`src/core_pkg.sv`:
```
package core_pkg;

   localparam int XLEN = 64;
   localparam int MEM_AW = 8;                // doubleword address bits.
   localparam int MEM_DEPTH = 1 << MEM_AW;
   localparam int SIZE_W = 4;                // access size in bytes.

   localparam logic [6:0] OPC_OPIMM = 7'b0010011;
   localparam logic [6:0] OPC_LOAD = 7'b0000011;
   localparam logic [6:0] OPC_STORE = 7'b0100011;

   // exu sequencer states
   localparam logic [2:0] ST_IDLE = 3'd0;
   localparam logic [2:0] ST_FETCH = 3'd1;
   localparam logic [2:0] ST_EXEC = 3'd2;
   localparam logic [2:0] ST_MEM = 3'd3;
   localparam logic [2:0] ST_WB = 3'd4;
   localparam logic [2:0] ST_HALT = 3'd5;

   typedef union packed {
      struct packed {
         logic [11:0] imm12;
         logic [4:0] rs1;
         logic [2:0] funct3;
         logic [4:0] rd;
         logic [6:0] opcode;
      } i_fmt;
      struct packed {
         logic [6:0] imm_hi;
         logic [4:0] rs2;
         logic [4:0] rs1;
         logic [2:0] funct3;
         logic [4:0] imm_lo;
         logic [6:0] opcode;
      } s_fmt;
   } insn_u;

endpackage

```
`src/idu.sv`:
```
module idu (
   input  core_pkg::insn_u              i_insn,
   input  logic                         i_valid,
   output logic                         o_rf_we,
   output logic [4:0]                   o_rd,
   output logic [4:0]                   o_rs1_addr,
   output logic [4:0]                   o_rs2_addr,
   output logic [11:0]                  o_imm12,
   output logic                         o_op_addi,
   output logic                         o_lsu_load,
   output logic                         o_lsu_store,
   output logic                         o_lsu_sigext,
   output logic [core_pkg::SIZE_W-1:0]  o_lsu_size,
   output logic                         o_wb_sel,
   output logic                         o_illegal,
   output logic                         o_valid
);

   logic [6:0] opcode;
   logic [2:0] funct3;
   logic       is_opimm;
   logic       is_load;
   logic       is_store;

   assign opcode = i_insn.i_fmt.opcode;
   assign funct3 = i_insn.i_fmt.funct3;

   assign is_opimm = (opcode == core_pkg::OPC_OPIMM);
   assign is_load = (opcode == core_pkg::OPC_LOAD);
   assign is_store = (opcode == core_pkg::OPC_STORE);

   assign o_op_addi = is_opimm & (funct3 == 3'b000);
   assign o_lsu_load = is_load & (funct3 != 3'b111);    // lb..ld, lbu, lhu, lwu.
   assign o_lsu_store = is_store & ~funct3[2];          // sb, sh, sw, sd.

   // funct3[1:0] is the log2 size for every load and store form
   always_comb begin
      case (funct3[1:0])
         2'd0: o_lsu_size = 4'd1;
         2'd1: o_lsu_size = 4'd2;
         2'd2: o_lsu_size = 4'd4;
         default: o_lsu_size = 4'd8;
      endcase
   end

   assign o_lsu_sigext = o_lsu_load & ~funct3[2];

   assign o_imm12 = is_store ? {i_insn.s_fmt.imm_hi, i_insn.s_fmt.imm_lo}
                             : i_insn.i_fmt.imm12;

   assign o_rf_we = o_op_addi | o_lsu_load;
   assign o_rd = i_insn.i_fmt.rd;
   assign o_rs1_addr = i_insn.i_fmt.rs1;
   assign o_rs2_addr = o_lsu_store ? i_insn.s_fmt.rs2 : 5'd0;
   assign o_wb_sel = o_lsu_load;                        // 1 = lsu result.

   assign o_illegal = i_valid & ~(o_op_addi | o_lsu_load | o_lsu_store);
   assign o_valid = i_valid;

endmodule

```
`config.mk`:
```
export PLATFORM = sky130hd
export DESIGN_NAME = idu
export DESIGN_NICKNAME = d
export VERILOG_FILES = /design/src/core_pkg.sv /design/src/idu.sv
export SDC_FILE = /design/constraint.sdc
export NUM_CORES = 1
export LEC_CHECK = 0
export ABC_AREA = 1
export BUFFER_PORTS_ARGS = -buffer_cell sky130_fd_sc_hd__buf_4
export CAP_MARGIN = 20
export CORE_AREA = 2 2 41 43
export DETAILED_ROUTE_END_ITERATION = 7
export DIE_AREA = 0 0 43 45
export PLACE_DENSITY = 0.86
export SYNTH_ARGS = -nofsm -noshare
export SYNTH_HDL_FRONTEND = slang
export SYNTH_SLANG_ARGS = --single-unit
```
`constraint.sdc`:
```
create_clock -name vclk -period 1.2
set_input_delay 0 -clock vclk [all_inputs]
set_output_delay 0 -clock vclk [all_outputs]
set_load 0.02 [all_outputs]
```
==> summary.md, run 1 <==
| Metric | Value |
|---|---|
| Hold EP | o_rs1_addr[4] |
| Largest area contributor in the synthesized netlist | sky130_fd_sc_hd__buf_4 |
| Routability-driven placement congestion ratio | roughly 0.73 |
| Number of global-route vias before repair | 482 |
| Layout Nets | 144 |
| Run status | finished clean |
| Core box area | 1470 sq um |
| Number of clock buffer instances in the layout | 0 |
| Commonest non-fill, non-tap cell in the layout | sky130_fd_sc_hd__buf_4 |
| Global-route wire length before repair | about 1900 um |
| Post-synthesis instance total | 80 |
| IO Count | 72 |
| Max_cap viols | 0 |
| Post-synthesis sequential area ratio | 0% |
| Unrepaired setup endpoints after global routing | no |
| Die Span X | 43 um |
| Distinct cell type count after synthesis | 11 |
| Number of post-CTS setup repair buffers | 0 |
| Critical path fanouts, max | 7 |
| Cell depth of the worst min-delay path | 0 |
| Final-report max-slew violation count | 0 |
| Post-Synthesis Mean Instance Area | 5.77 sq um |
| CP Class | in -> out |
| Number of rows in the core area | 14 |
| Type of element capturing the critical path | output port |
| GR Util All Layers | 11.8% |
| Area Overhead vs Synth | 51.5% |
| Via count | 528 |
| Transition at the pin with the smallest max-transition slack | 177 ps |
| Total Wirelength | 1230 um |
| Critical Path RT | 1200 ps |
| Number of nets in the synthesized netlist | roughly 110 |
| Number of port buffers | 48 |
| Commonest cells after routing, fill and taps aside | 48 x sky130_fd_sc_hd__buf_4, 16 x sky130_fd_sc_hd__inv_1, 16 x sky130_fd_sc_hd__nand2_1 |
| Overflow after GRT | 0 |
| Number of antenna violations at the first check in global routing | 0 |
| Finished Layout Cells | 125 |
| Fraction of final layout cells with drive strength greater than 1 | 59.6% |
| Maximum number of pins on one net before global-route repair | 11 |
| Min Tclk post-route | 842 ps |
| FF/Latch Area | 0 sq um |
| Die Y | 45 um |
| DP Cell Count | between 100 and 150 |
| Antenna Violating Nets Remaining | 0 |
| Post-synth design cell area | 462 sq um |
| Proportion of netlist area held by the largest area contributor | 30.9% |
| Number of design-rule violations left by the first detailed-router iteration | 8 |
| Wirelength per Cell | roughly 10 um |
| Worst voltage drop across the vdd grid | about 0.14 mV |
| Post-cts gate resize count | 0 |
| Hold WC Path Type | in -> out |
| Initial standard-cell utilization of the core | 31.4% |
| Endpoint arrival time on the critical path | 840 ps |
| Number of detailed-route iterations in the first pass | 4 |
| Setup TNS | 0 ps |
| Slew HR | ~88% |
| Areal power density over the cells | 298 nW/um^2 |
| FF+latch count | 0 |
| Via count normalized by instance count | 4.22 |
| Peak Freq | ~1200 MHz |
| DRC violations left | 0 |
| Hold buffer count at cts | 0 |
| Half-perimeter wire length after placement | approximately 1200 um |
| Final number of setup-violating endpoints | 0 |
| Largest cells by area after synthesis | sky130_fd_sc_hd__buf_4 31%, sky130_fd_sc_hd__inv_1 13%, sky130_fd_sc_hd__nand2_1 13%, sky130_fd_sc_hd__nor2_8 8.7%, sky130_fd_sc_hd__nand2_2 8.1% |
| Critical Path Source Type | input port |
| YS warnings | 0 |
| Leakage Power | 0.476 nW |
| Beginning of the worst hold path | i_insn[19] |
| Number of antenna repair diodes | 0 |
| Final period util | 70.2% |
| Area of the die | 1940 sq um |
| Number of endpoints with negative hold slack in the final report | 0 |
-- power breakdown --
group | leakage, nW | switching (mW) | internal [mW]
Combinational | 0.476 | 0.110 | 0.0985
Sequential | 0 | 0 | 0
Clock | 0 | 0 | 0
Total | 0.476 | 0.110 | 0.0985
-- cell families (layout without fill, tap and decap cells) --
| kind of cell | after synthesis | in the layout | synth area share [%] |
|---|---|---|---|
| buffers and inverters | 36 | 65 | 44.7 |
| AND/OR/NAND/NOR | 44 | 44 | 55.3 |
-- cell usage after synthesis --
cell type and count:
sky130_fd_sc_hd__inv_2 1, sky130_fd_sc_hd__nor2_1 6, sky130_fd_sc_hd__nor2_2 6, sky130_fd_sc_hd__nand2_2 6, sky130_fd_sc_hd__nand3_2 1, sky130_fd_sc_hd__nand3_1 6, sky130_fd_sc_hd__nor2_8 2, sky130_fd_sc_hd__nand2_1 16
sky130_fd_sc_hd__inv_1 16, sky130_fd_sc_hd__nand3_4 1, sky130_fd_sc_hd__buf_4 19
-- metrics by stage --
| stage | setup WS [ps] | hold slack (ps) | area (sq um) | util (%) | power, mW |
|---|---|---|---|---|---|
| after floorplan | 455 | 79.8 | 462 | - | 0.165 |
| after global placement | 374 | 0.137 | 699 | 47.5 | 0.205 |
| after detailed placement | 348 | 0.137 | 699 | 47.5 | 0.210 |
| after CTS | 348 | 0.137 | 699 | 47.5 | 0.210 |
| after global routing | 271 | 0.0330 | 699 | 47.5 | 0.224 |
| final | 358 | 0.00883 | 699 | 47.5 | 0.208 |
-- worst max-delay path, cell delays in order --
cell	delay, ps
sky130_fd_sc_hd__buf_4	110
sky130_fd_sc_hd__inv_1	80
sky130_fd_sc_hd__nand2_2	90
sky130_fd_sc_hd__nor2_8	150
sky130_fd_sc_hd__nand3_4	140
sky130_fd_sc_hd__nand2_2	90
sky130_fd_sc_hd__nor2_2	40
sky130_fd_sc_hd__buf_4	140
-- layout make-up --
class | instances | area, sq um
multi-input combinational | 44 | 255
inverter | 17 | 63.8
timing repair buffer | 48 | 360
fill | 163 | 772
tap | 16 | 20.0
-- worst max path at each step --
stage	start	slack, ps	to
2_1_floorplan	i_insn[13]	460	o_illegal
3_3_place_gp	i_insn[2]	370	o_illegal
3_5_place_dp	i_insn[4]	350	o_illegal
4_1_cts	i_insn[4]	350	o_illegal
5_1_grt	i_insn[4]	270	o_illegal
6_report	i_insn[4]	360	o_illegal
-- routing by layer --
layer	vias to the layer above	wire, um	global-route usage, %
met5	-	0	0
met4	0	0	0
met2	36	689	24.2
met1	220	375	13.0
li1	272	-	-
met3	0	165	2.80
Note: power is estimated with default switching activity, not from simulation.
==> run 2: changes to the inputs <==
--- a/config.mk
+++ b/config.mk
@@ -8,10 +8,10 @@
 export ABC_AREA = 1
 export BUFFER_PORTS_ARGS = -buffer_cell sky130_fd_sc_hd__buf_4
 export CAP_MARGIN = 20
-export CORE_AREA = 2 2 41 43
+export CORE_AREA = 2 2 43 45
 export DETAILED_ROUTE_END_ITERATION = 7
-export DIE_AREA = 0 0 43 45
-export PLACE_DENSITY = 0.86
+export DIE_AREA = 0 0 45 47
+export PLACE_DENSITY = 0.79
 export SYNTH_ARGS = -nofsm -noshare
 export SYNTH_HDL_FRONTEND = slang
 export SYNTH_SLANG_ARGS = --single-unit
==> constraint.sdc (replaced) <==
create_clock -name vclk -period 0.8
set_input_delay 0 -clock vclk [all_inputs]
set_output_delay 0 -clock vclk [all_outputs]
set_load 0.02 [all_outputs]
==> run 2 against run 1 <==
  * Critical path depth is the same
  * Combinational power rose by 74%
  * Design area increased by 18%
  * Critical path type unchanged
  * Utilization increased by 2.4 points
  * Worst hold slack is essentially flat
  * Largest power group unchanged
==> summary.md, run 2 (synthesis gave the netlist of run 1 again) <==
| Metric | Value |
|---|---|
| Unrepaired setup endpoints after global routing | yes (was no) |
| Final-report max-slew violation count | 0 (unchanged) |
| Post-route design area | 825 sq um (was 699 sq um) |
| Critical Path Source Type | input port (unchanged) |
| Worst slack on hold paths | 0.00776 ps (was 0.00883 ps) |
| Core box area | 1650 sq um (was 1470 sq um) |
| Worst stage delay on the critical path | 160 ps (was 150 ps) |
| Final period util | 97.3% |
| Peak Freq | ~1300 MHz |
| IO Count | 72 (unchanged) |
| Number of port buffers | 48 (unchanged) |
| Fillcell total | 187 (was 163) |
| Number of global-route vias before repair | 491 (was 482) |
| CP Class | in -> out (unchanged) |
| Number of rows in the core area | 15 (was 14) |
| Leakage Power | 0.519 nW (was 0.476 nW) |
| Overflow after GRT | 0 (unchanged) |
| Fraction of final layout cells with drive strength greater than 1 | 67.3% (was 59.6%) |
| Worst voltage drop across the vdd grid | 0.204 mV (was 0.140 mV) |
| Wirelength per Cell | 10.2 um (was 9.84 um) |
| Buffers and inverters on the worst path | 3 (unchanged) |
| Run status | finished clean (unchanged) |
| Initial standard-cell utilization of the core | 28.0% (was 31.4%) |
| Number of detailed-route iterations in the first pass | 4 (unchanged) |
| Slew HR | 89.2% (was 88.2%) |
| Areal power density over the cells | 438 nW/um^2 (was 298 nW/um^2) |
| Endpoint arrival time on the critical path | 780 ps (was 840 ps) |
| GR Util All Layers | 11.7% (was 11.8%) |
| Setup TNS | 0 ps (unchanged) |
| Hold WC Path Type | in -> out (unchanged) |
| Global-route wire length before repair | 1960 um (was 1900 um) |
| Slowest cell on crit path | sky130_fd_sc_hd__nand3_4 (was sky130_fd_sc_hd__nor2_8) |
| Number of clock buffer instances in the layout | 0 (unchanged) |
| Number of design-rule violations left by the first detailed-router iteration | 4 (was 8) |
| Commonest non-fill, non-tap cell in the layout | sky130_fd_sc_hd__buf_4 (unchanged) |
| Number of antenna repair diodes | 0 (unchanged) |
| Maximum number of pins on one net before global-route repair | 8 (was 11) |
| Number of endpoints with negative hold slack in the final report | 0 (unchanged) |
| Antenna Violating Nets Remaining | 0 (unchanged) |
| Transition at the pin with the smallest max-transition slack | 162 ps (was 177 ps) |
| Number of antenna violations at the first check in global routing | 0 (unchanged) |
| Commonest cells after routing, fill and taps aside | 40 x sky130_fd_sc_hd__buf_4, 14 x sky130_fd_sc_hd__nand2_1, 13 x sky130_fd_sc_hd__inv_1, 11 x sky130_fd_sc_hd__buf_6, 6 x sky130_fd_sc_hd__nand2_2 (was 48 x sky130_fd_sc_hd__buf_4, 16 x sky130_fd_sc_hd__inv_1, 16 x sky130_fd_sc_hd__nand2_1) |
| Final number of setup-violating endpoints | 0 (unchanged) |
| Min Tclk post-route | 778 ps |
| Fin util | 49.9% (was 47.5%) |
| Critical path's most frequent cell | sky130_fd_sc_hd__buf_6 |
| DRC violations left | 0 (unchanged) |
| Critical path startpoint | i_insn[3] (was i_insn[4]) |
| Max_cap viols | 0 (unchanged) |
| Die Span X | 45 um (was 43 um) |
| Area of the die | 2120 sq um (was 1940 sq um) |
| Half-perimeter wire length after placement | 1180 um (was 1160 um) |
| Overall Power | 0.362 mW (was 0.208 mW) |
| Die Y | 47 um (was 45 um) |
| Layout Nets | 148 (was 144) |
| Area Overhead vs Synth | 78.6% (was 51.5%) |
| Critical Path RT | 800 ps (was 1200 ps) |
| FF+latch count | 0 (unchanged) |
| Via count | 551 (was 528) |
| Beginning of the worst hold path | i_insn[30] (was i_insn[19]) |
| Critical path fanouts, max | 7 (unchanged) |
| Via count normalized by instance count | 4.24 (was 4.22) |
| FF/Latch Area | 0 sq um (unchanged) |
| Type of element capturing the critical path | output port (unchanged) |
| Total Wirelength | 1320 um (was 1230 um) |
| Hold buffer count at cts | 0 (unchanged) |
| Routability-driven placement congestion ratio | 0.754 (was 0.734) |
| Crit-path leading delay family | simple AND/OR/NAND/NOR gates (unchanged) |
| Worst path cell trace | buf_6 > inv_4 > nand2_4 > nor2_8 > nand3_4 > nand2_2 > nor2_2 > buf_6 (was buf_4 > inv_1 > nand2_2 > nor2_8 > nand3_4 > nand2_2 > nor2_2 > buf_4) |
| Total placed instance area | 728 sq um (was 699 sq um) |
[run 2: final cells by class]
type / instances / area, sq um / share of cell area, %
inverters: 17 / 71.3 / 8.65
multi-input cells: 44 / 288 / 34.9
well taps: 17 / 21.3 / 2.58
repair buffers: 52 / 444 / 53.9
[run 2: per-layer routing]
metal / part of all wire [%] / vias to the layer above / GRT usage [%]
li1: - / 281 / -
met1: 35 / 234 / 14.1
met2: 55 / 32 / 23.1
met3: 8.9 / 4 / 0.769
met4: 1.2 / 0 / 1.18
met5: 0 / - / 0
[run 2: repair_timing]
action,CTS,global route
gates cloned,0,0
hold endpoints to repair,0,0
resized for setup,13,13
setup endpoints to repair,13,15
pin swaps,8,6
setup buffers,2,0
[run 2: report_power, final]
part	internal (mW)	total [mW]	switching [mW]
Sequential	0	0	0
Clock	0	0	0
Combinational	0.178	0.362	0.184
[run 2: worst paths after layout]
kind	endpoint	depth (start not counted)	slack, ps
max	o_illegal	8	20
min	o_imm12[10]	0	0.008
[run 2: per-stage QoR]
step / instances / setup WS (ps)
after floorplan: 80 / 55.4
after global placement: 128 / -30.0
after detailed placement: 128 / -61.9
after CTS: 130 / 2.36
after global routing: 130 / -40.3
final: 130 / 21.9
==> run 3: changes to the inputs <==
--- a/config.mk
+++ b/config.mk
@@ -8,10 +8,10 @@
 export ABC_AREA = 1
 export BUFFER_PORTS_ARGS = -buffer_cell sky130_fd_sc_hd__buf_4
 export CAP_MARGIN = 20
-export CORE_AREA = 2 2 43 45
+export CORE_AREA = 2 2 55 44
 export DETAILED_ROUTE_END_ITERATION = 7
-export DIE_AREA = 0 0 45 47
-export PLACE_DENSITY = 0.79
+export DIE_AREA = 0 0 57 46
+export PLACE_DENSITY = 0.65
 export SYNTH_ARGS = -nofsm -noshare
 export SYNTH_HDL_FRONTEND = slang
 export SYNTH_SLANG_ARGS = --single-unit
==> run 3 against run 2 <==
  * Utilization shrank 12 points
  * Routed wire length decreased by 4.5%
  * Critical path depth is 1 lower
  * Die area grew 24%
  * Sequential share of layout area is the same
  * Cell count rose by 5.4%
  * Combinational power decreased by 4%
  * Critical path type unchanged
  * Via count shrank 1.6%
  * First-iteration DRC count grew 130%
  * Worst setup slack better by 1.9 ps
  * Worst hold slack barely moved
==> summary.md, run 3 (synthesis gave the netlist of run 1 again) <==
| Metric | Value |
|---|---|
| Half-perimeter wire length after placement | 1130 um (was 1180 um) |
| Number of endpoints with negative hold slack in the final report | 0 (unchanged) |
| Number of rows in the core area | 15 (unchanged) |
| Maximum number of pins on one net before global-route repair | 9 (was 8) |
| Area Overhead vs Synth | 74.5% (was 78.6%) |
| Areal power density over the cells | 432 nW/um^2 (was 438 nW/um^2) |
| Max_cap viols | 0 (unchanged) |
| Commonest non-fill, non-tap cell in the layout | sky130_fd_sc_hd__buf_4 (unchanged) |
| Worst slack on hold paths | 0.00881 ps (was 0.00776 ps) |
| Antenna Violating Nets Remaining | 0 (unchanged) |
| Transition at the pin with the smallest max-transition slack | 189 ps (was 162 ps) |
| Min Tclk post-route | 776 ps (was 778 ps) |
| Unrepaired setup endpoints after global routing | yes (unchanged) |
| Commonest cells after routing, fill and taps aside | 41 x sky130_fd_sc_hd__buf_4, 16 x sky130_fd_sc_hd__nand2_1, 13 x sky130_fd_sc_hd__inv_1, 10 x sky130_fd_sc_hd__buf_6, 6 x sky130_fd_sc_hd__nor2_2 (was 40 x sky130_fd_sc_hd__buf_4, 14 x sky130_fd_sc_hd__nand2_1, 13 x sky130_fd_sc_hd__inv_1, 11 x sky130_fd_sc_hd__buf_6, 6 x sky130_fd_sc_hd__nand2_2) |
| Via count | 542 (was 551) |
| Number of antenna repair diodes | 0 (unchanged) |
| Die Y | 46 um (was 47 um) |
| Number of antenna violations at the first check in global routing | 0 (unchanged) |
| Slew HR | 87.4% (was 89.2%) |
| Number of global-route vias before repair | 440 (was 491) |
| Run status | finished clean (unchanged) |
| FF/Latch Area | 0 sq um (unchanged) |
| Fillcell total | 246 (was 187) |
| Leakage Power | 0.513 nW (was 0.519 nW) |
| Critical Path Source Type | input port (unchanged) |
| Worst voltage drop across the vdd grid | 0.159 mV (was 0.204 mV) |
| Number of design-rule violations left by the first detailed-router iteration | 9 (was 4) |
| Number of clock buffer instances in the layout | 0 (unchanged) |
| Critical Path RT | 800 ps (about the same) |
| Overflow after GRT | 0 (unchanged) |
| GR Util All Layers | 8.17% (was 11.7%) |
| Die Span X | 57 um (was 45 um) |
| Area of the die | 2620 sq um (was 2120 sq um) |
| Number of port buffers | 48 (unchanged) |
| Initial standard-cell utilization of the core | 21.6% (was 28.0%) |
| Final period util | 97.0% (was 97.3%) |
| Final-report max-slew violation count | 0 (unchanged) |
| Endpoint arrival time on the critical path | 780 ps (about the same) |
| Fin util | 37.7% (was 49.9%) |
| Hold WC Path Type | in -> out (unchanged) |
| CP Class | in -> out (unchanged) |
| Final number of setup-violating endpoints | 0 (unchanged) |
| Total Wirelength | 1260 um (was 1320 um) |
| DRC violations left | 0 (unchanged) |
| Layout Nets | 147 (was 148) |
| Routability-driven placement congestion ratio | 0.709 (was 0.754) |
| IO Count | 72 (unchanged) |
| Number of detailed-route iterations in the first pass | 3 (was 4) |
| Type of element capturing the critical path | output port (unchanged) |
| Critical path fanouts, max | 8 (was 7) |
| Core box area | 2140 sq um (was 1650 sq um) |
| Fraction of final layout cells with drive strength greater than 1 | 65.2% (was 67.3%) |
| Wirelength per Cell | 9.21 um (was 10.2 um) |
| Number of post-CTS setup repair buffers | 0 (was 2) |
| Via count normalized by instance count | 3.96 (was 4.24) |
| Peak Freq | 1290 MHz (about the same) |
| FF+latch count | 0 (unchanged) |
| Global-route wire length before repair | 1770 um (was 1960 um) |
[run 3: layout make-up]
class	instances	area, sq um	share of cell area, %
Inverter	17	71.3	8.85
Timing Repair Buffer	51	420	52.2
Multi-Input combinational cell	44	283	35.1
Tap cell	25	31.3	3.88
[run 3: path summary, 6_finish.rpt]
path	from	endpoint	slack, ps	depth (start not counted)
min	i_insn[26]	o_imm12[6]	0.009	0
max	i_insn[3]	o_rs2_addr[2]	20	7
[run 3: metrics by stage]
step                power [mW]  worst slack, ps  instances  instance area [sq um]  setup TNS (ps)
floorplan                0.248             55.4         80                    462               0
global placement         0.317            -16.7        137                    733           -46.5
detailed placement       0.322            -41.9        137                    733            -180
CTS                      0.346           -0.687        137                    778          -0.687
global route             0.374            -23.0        137                    806           -84.4
finish                   0.348             23.8        137                    806               0
[run 3: repair_timing]
item                                    in CTS  in global routing
gates resized for setup                     15                  7
pin swaps                                    7                  4
endpoints found under the setup margin      10                 12
hold buffers                                 0                  0
[run 3: metal layers]
layer	GRT usage, %	up-vias	wire length (um)
li1	-	279	-
met1	9.30	233	442
met2	17.0	30	706
met3	1.14	0	114
met4	0.465	0	0
met5	0	-	0
[run 3: worst max-delay path: stages]
cell                      delay (ps)
sky130_fd_sc_hd__buf_6            90
sky130_fd_sc_hd__inv_4            40
sky130_fd_sc_hd__nand2_4          60
sky130_fd_sc_hd__nor2_8          160
sky130_fd_sc_hd__nand3_4         160
sky130_fd_sc_hd__nor2_2          130
sky130_fd_sc_hd__buf_6           130
[run 3: report_power, final]
part	switching (mW)	leakage [nW]	internal (mW)
combinational	0.179	0.513	0.170
sequential	0	0	0
clock	0	0	0
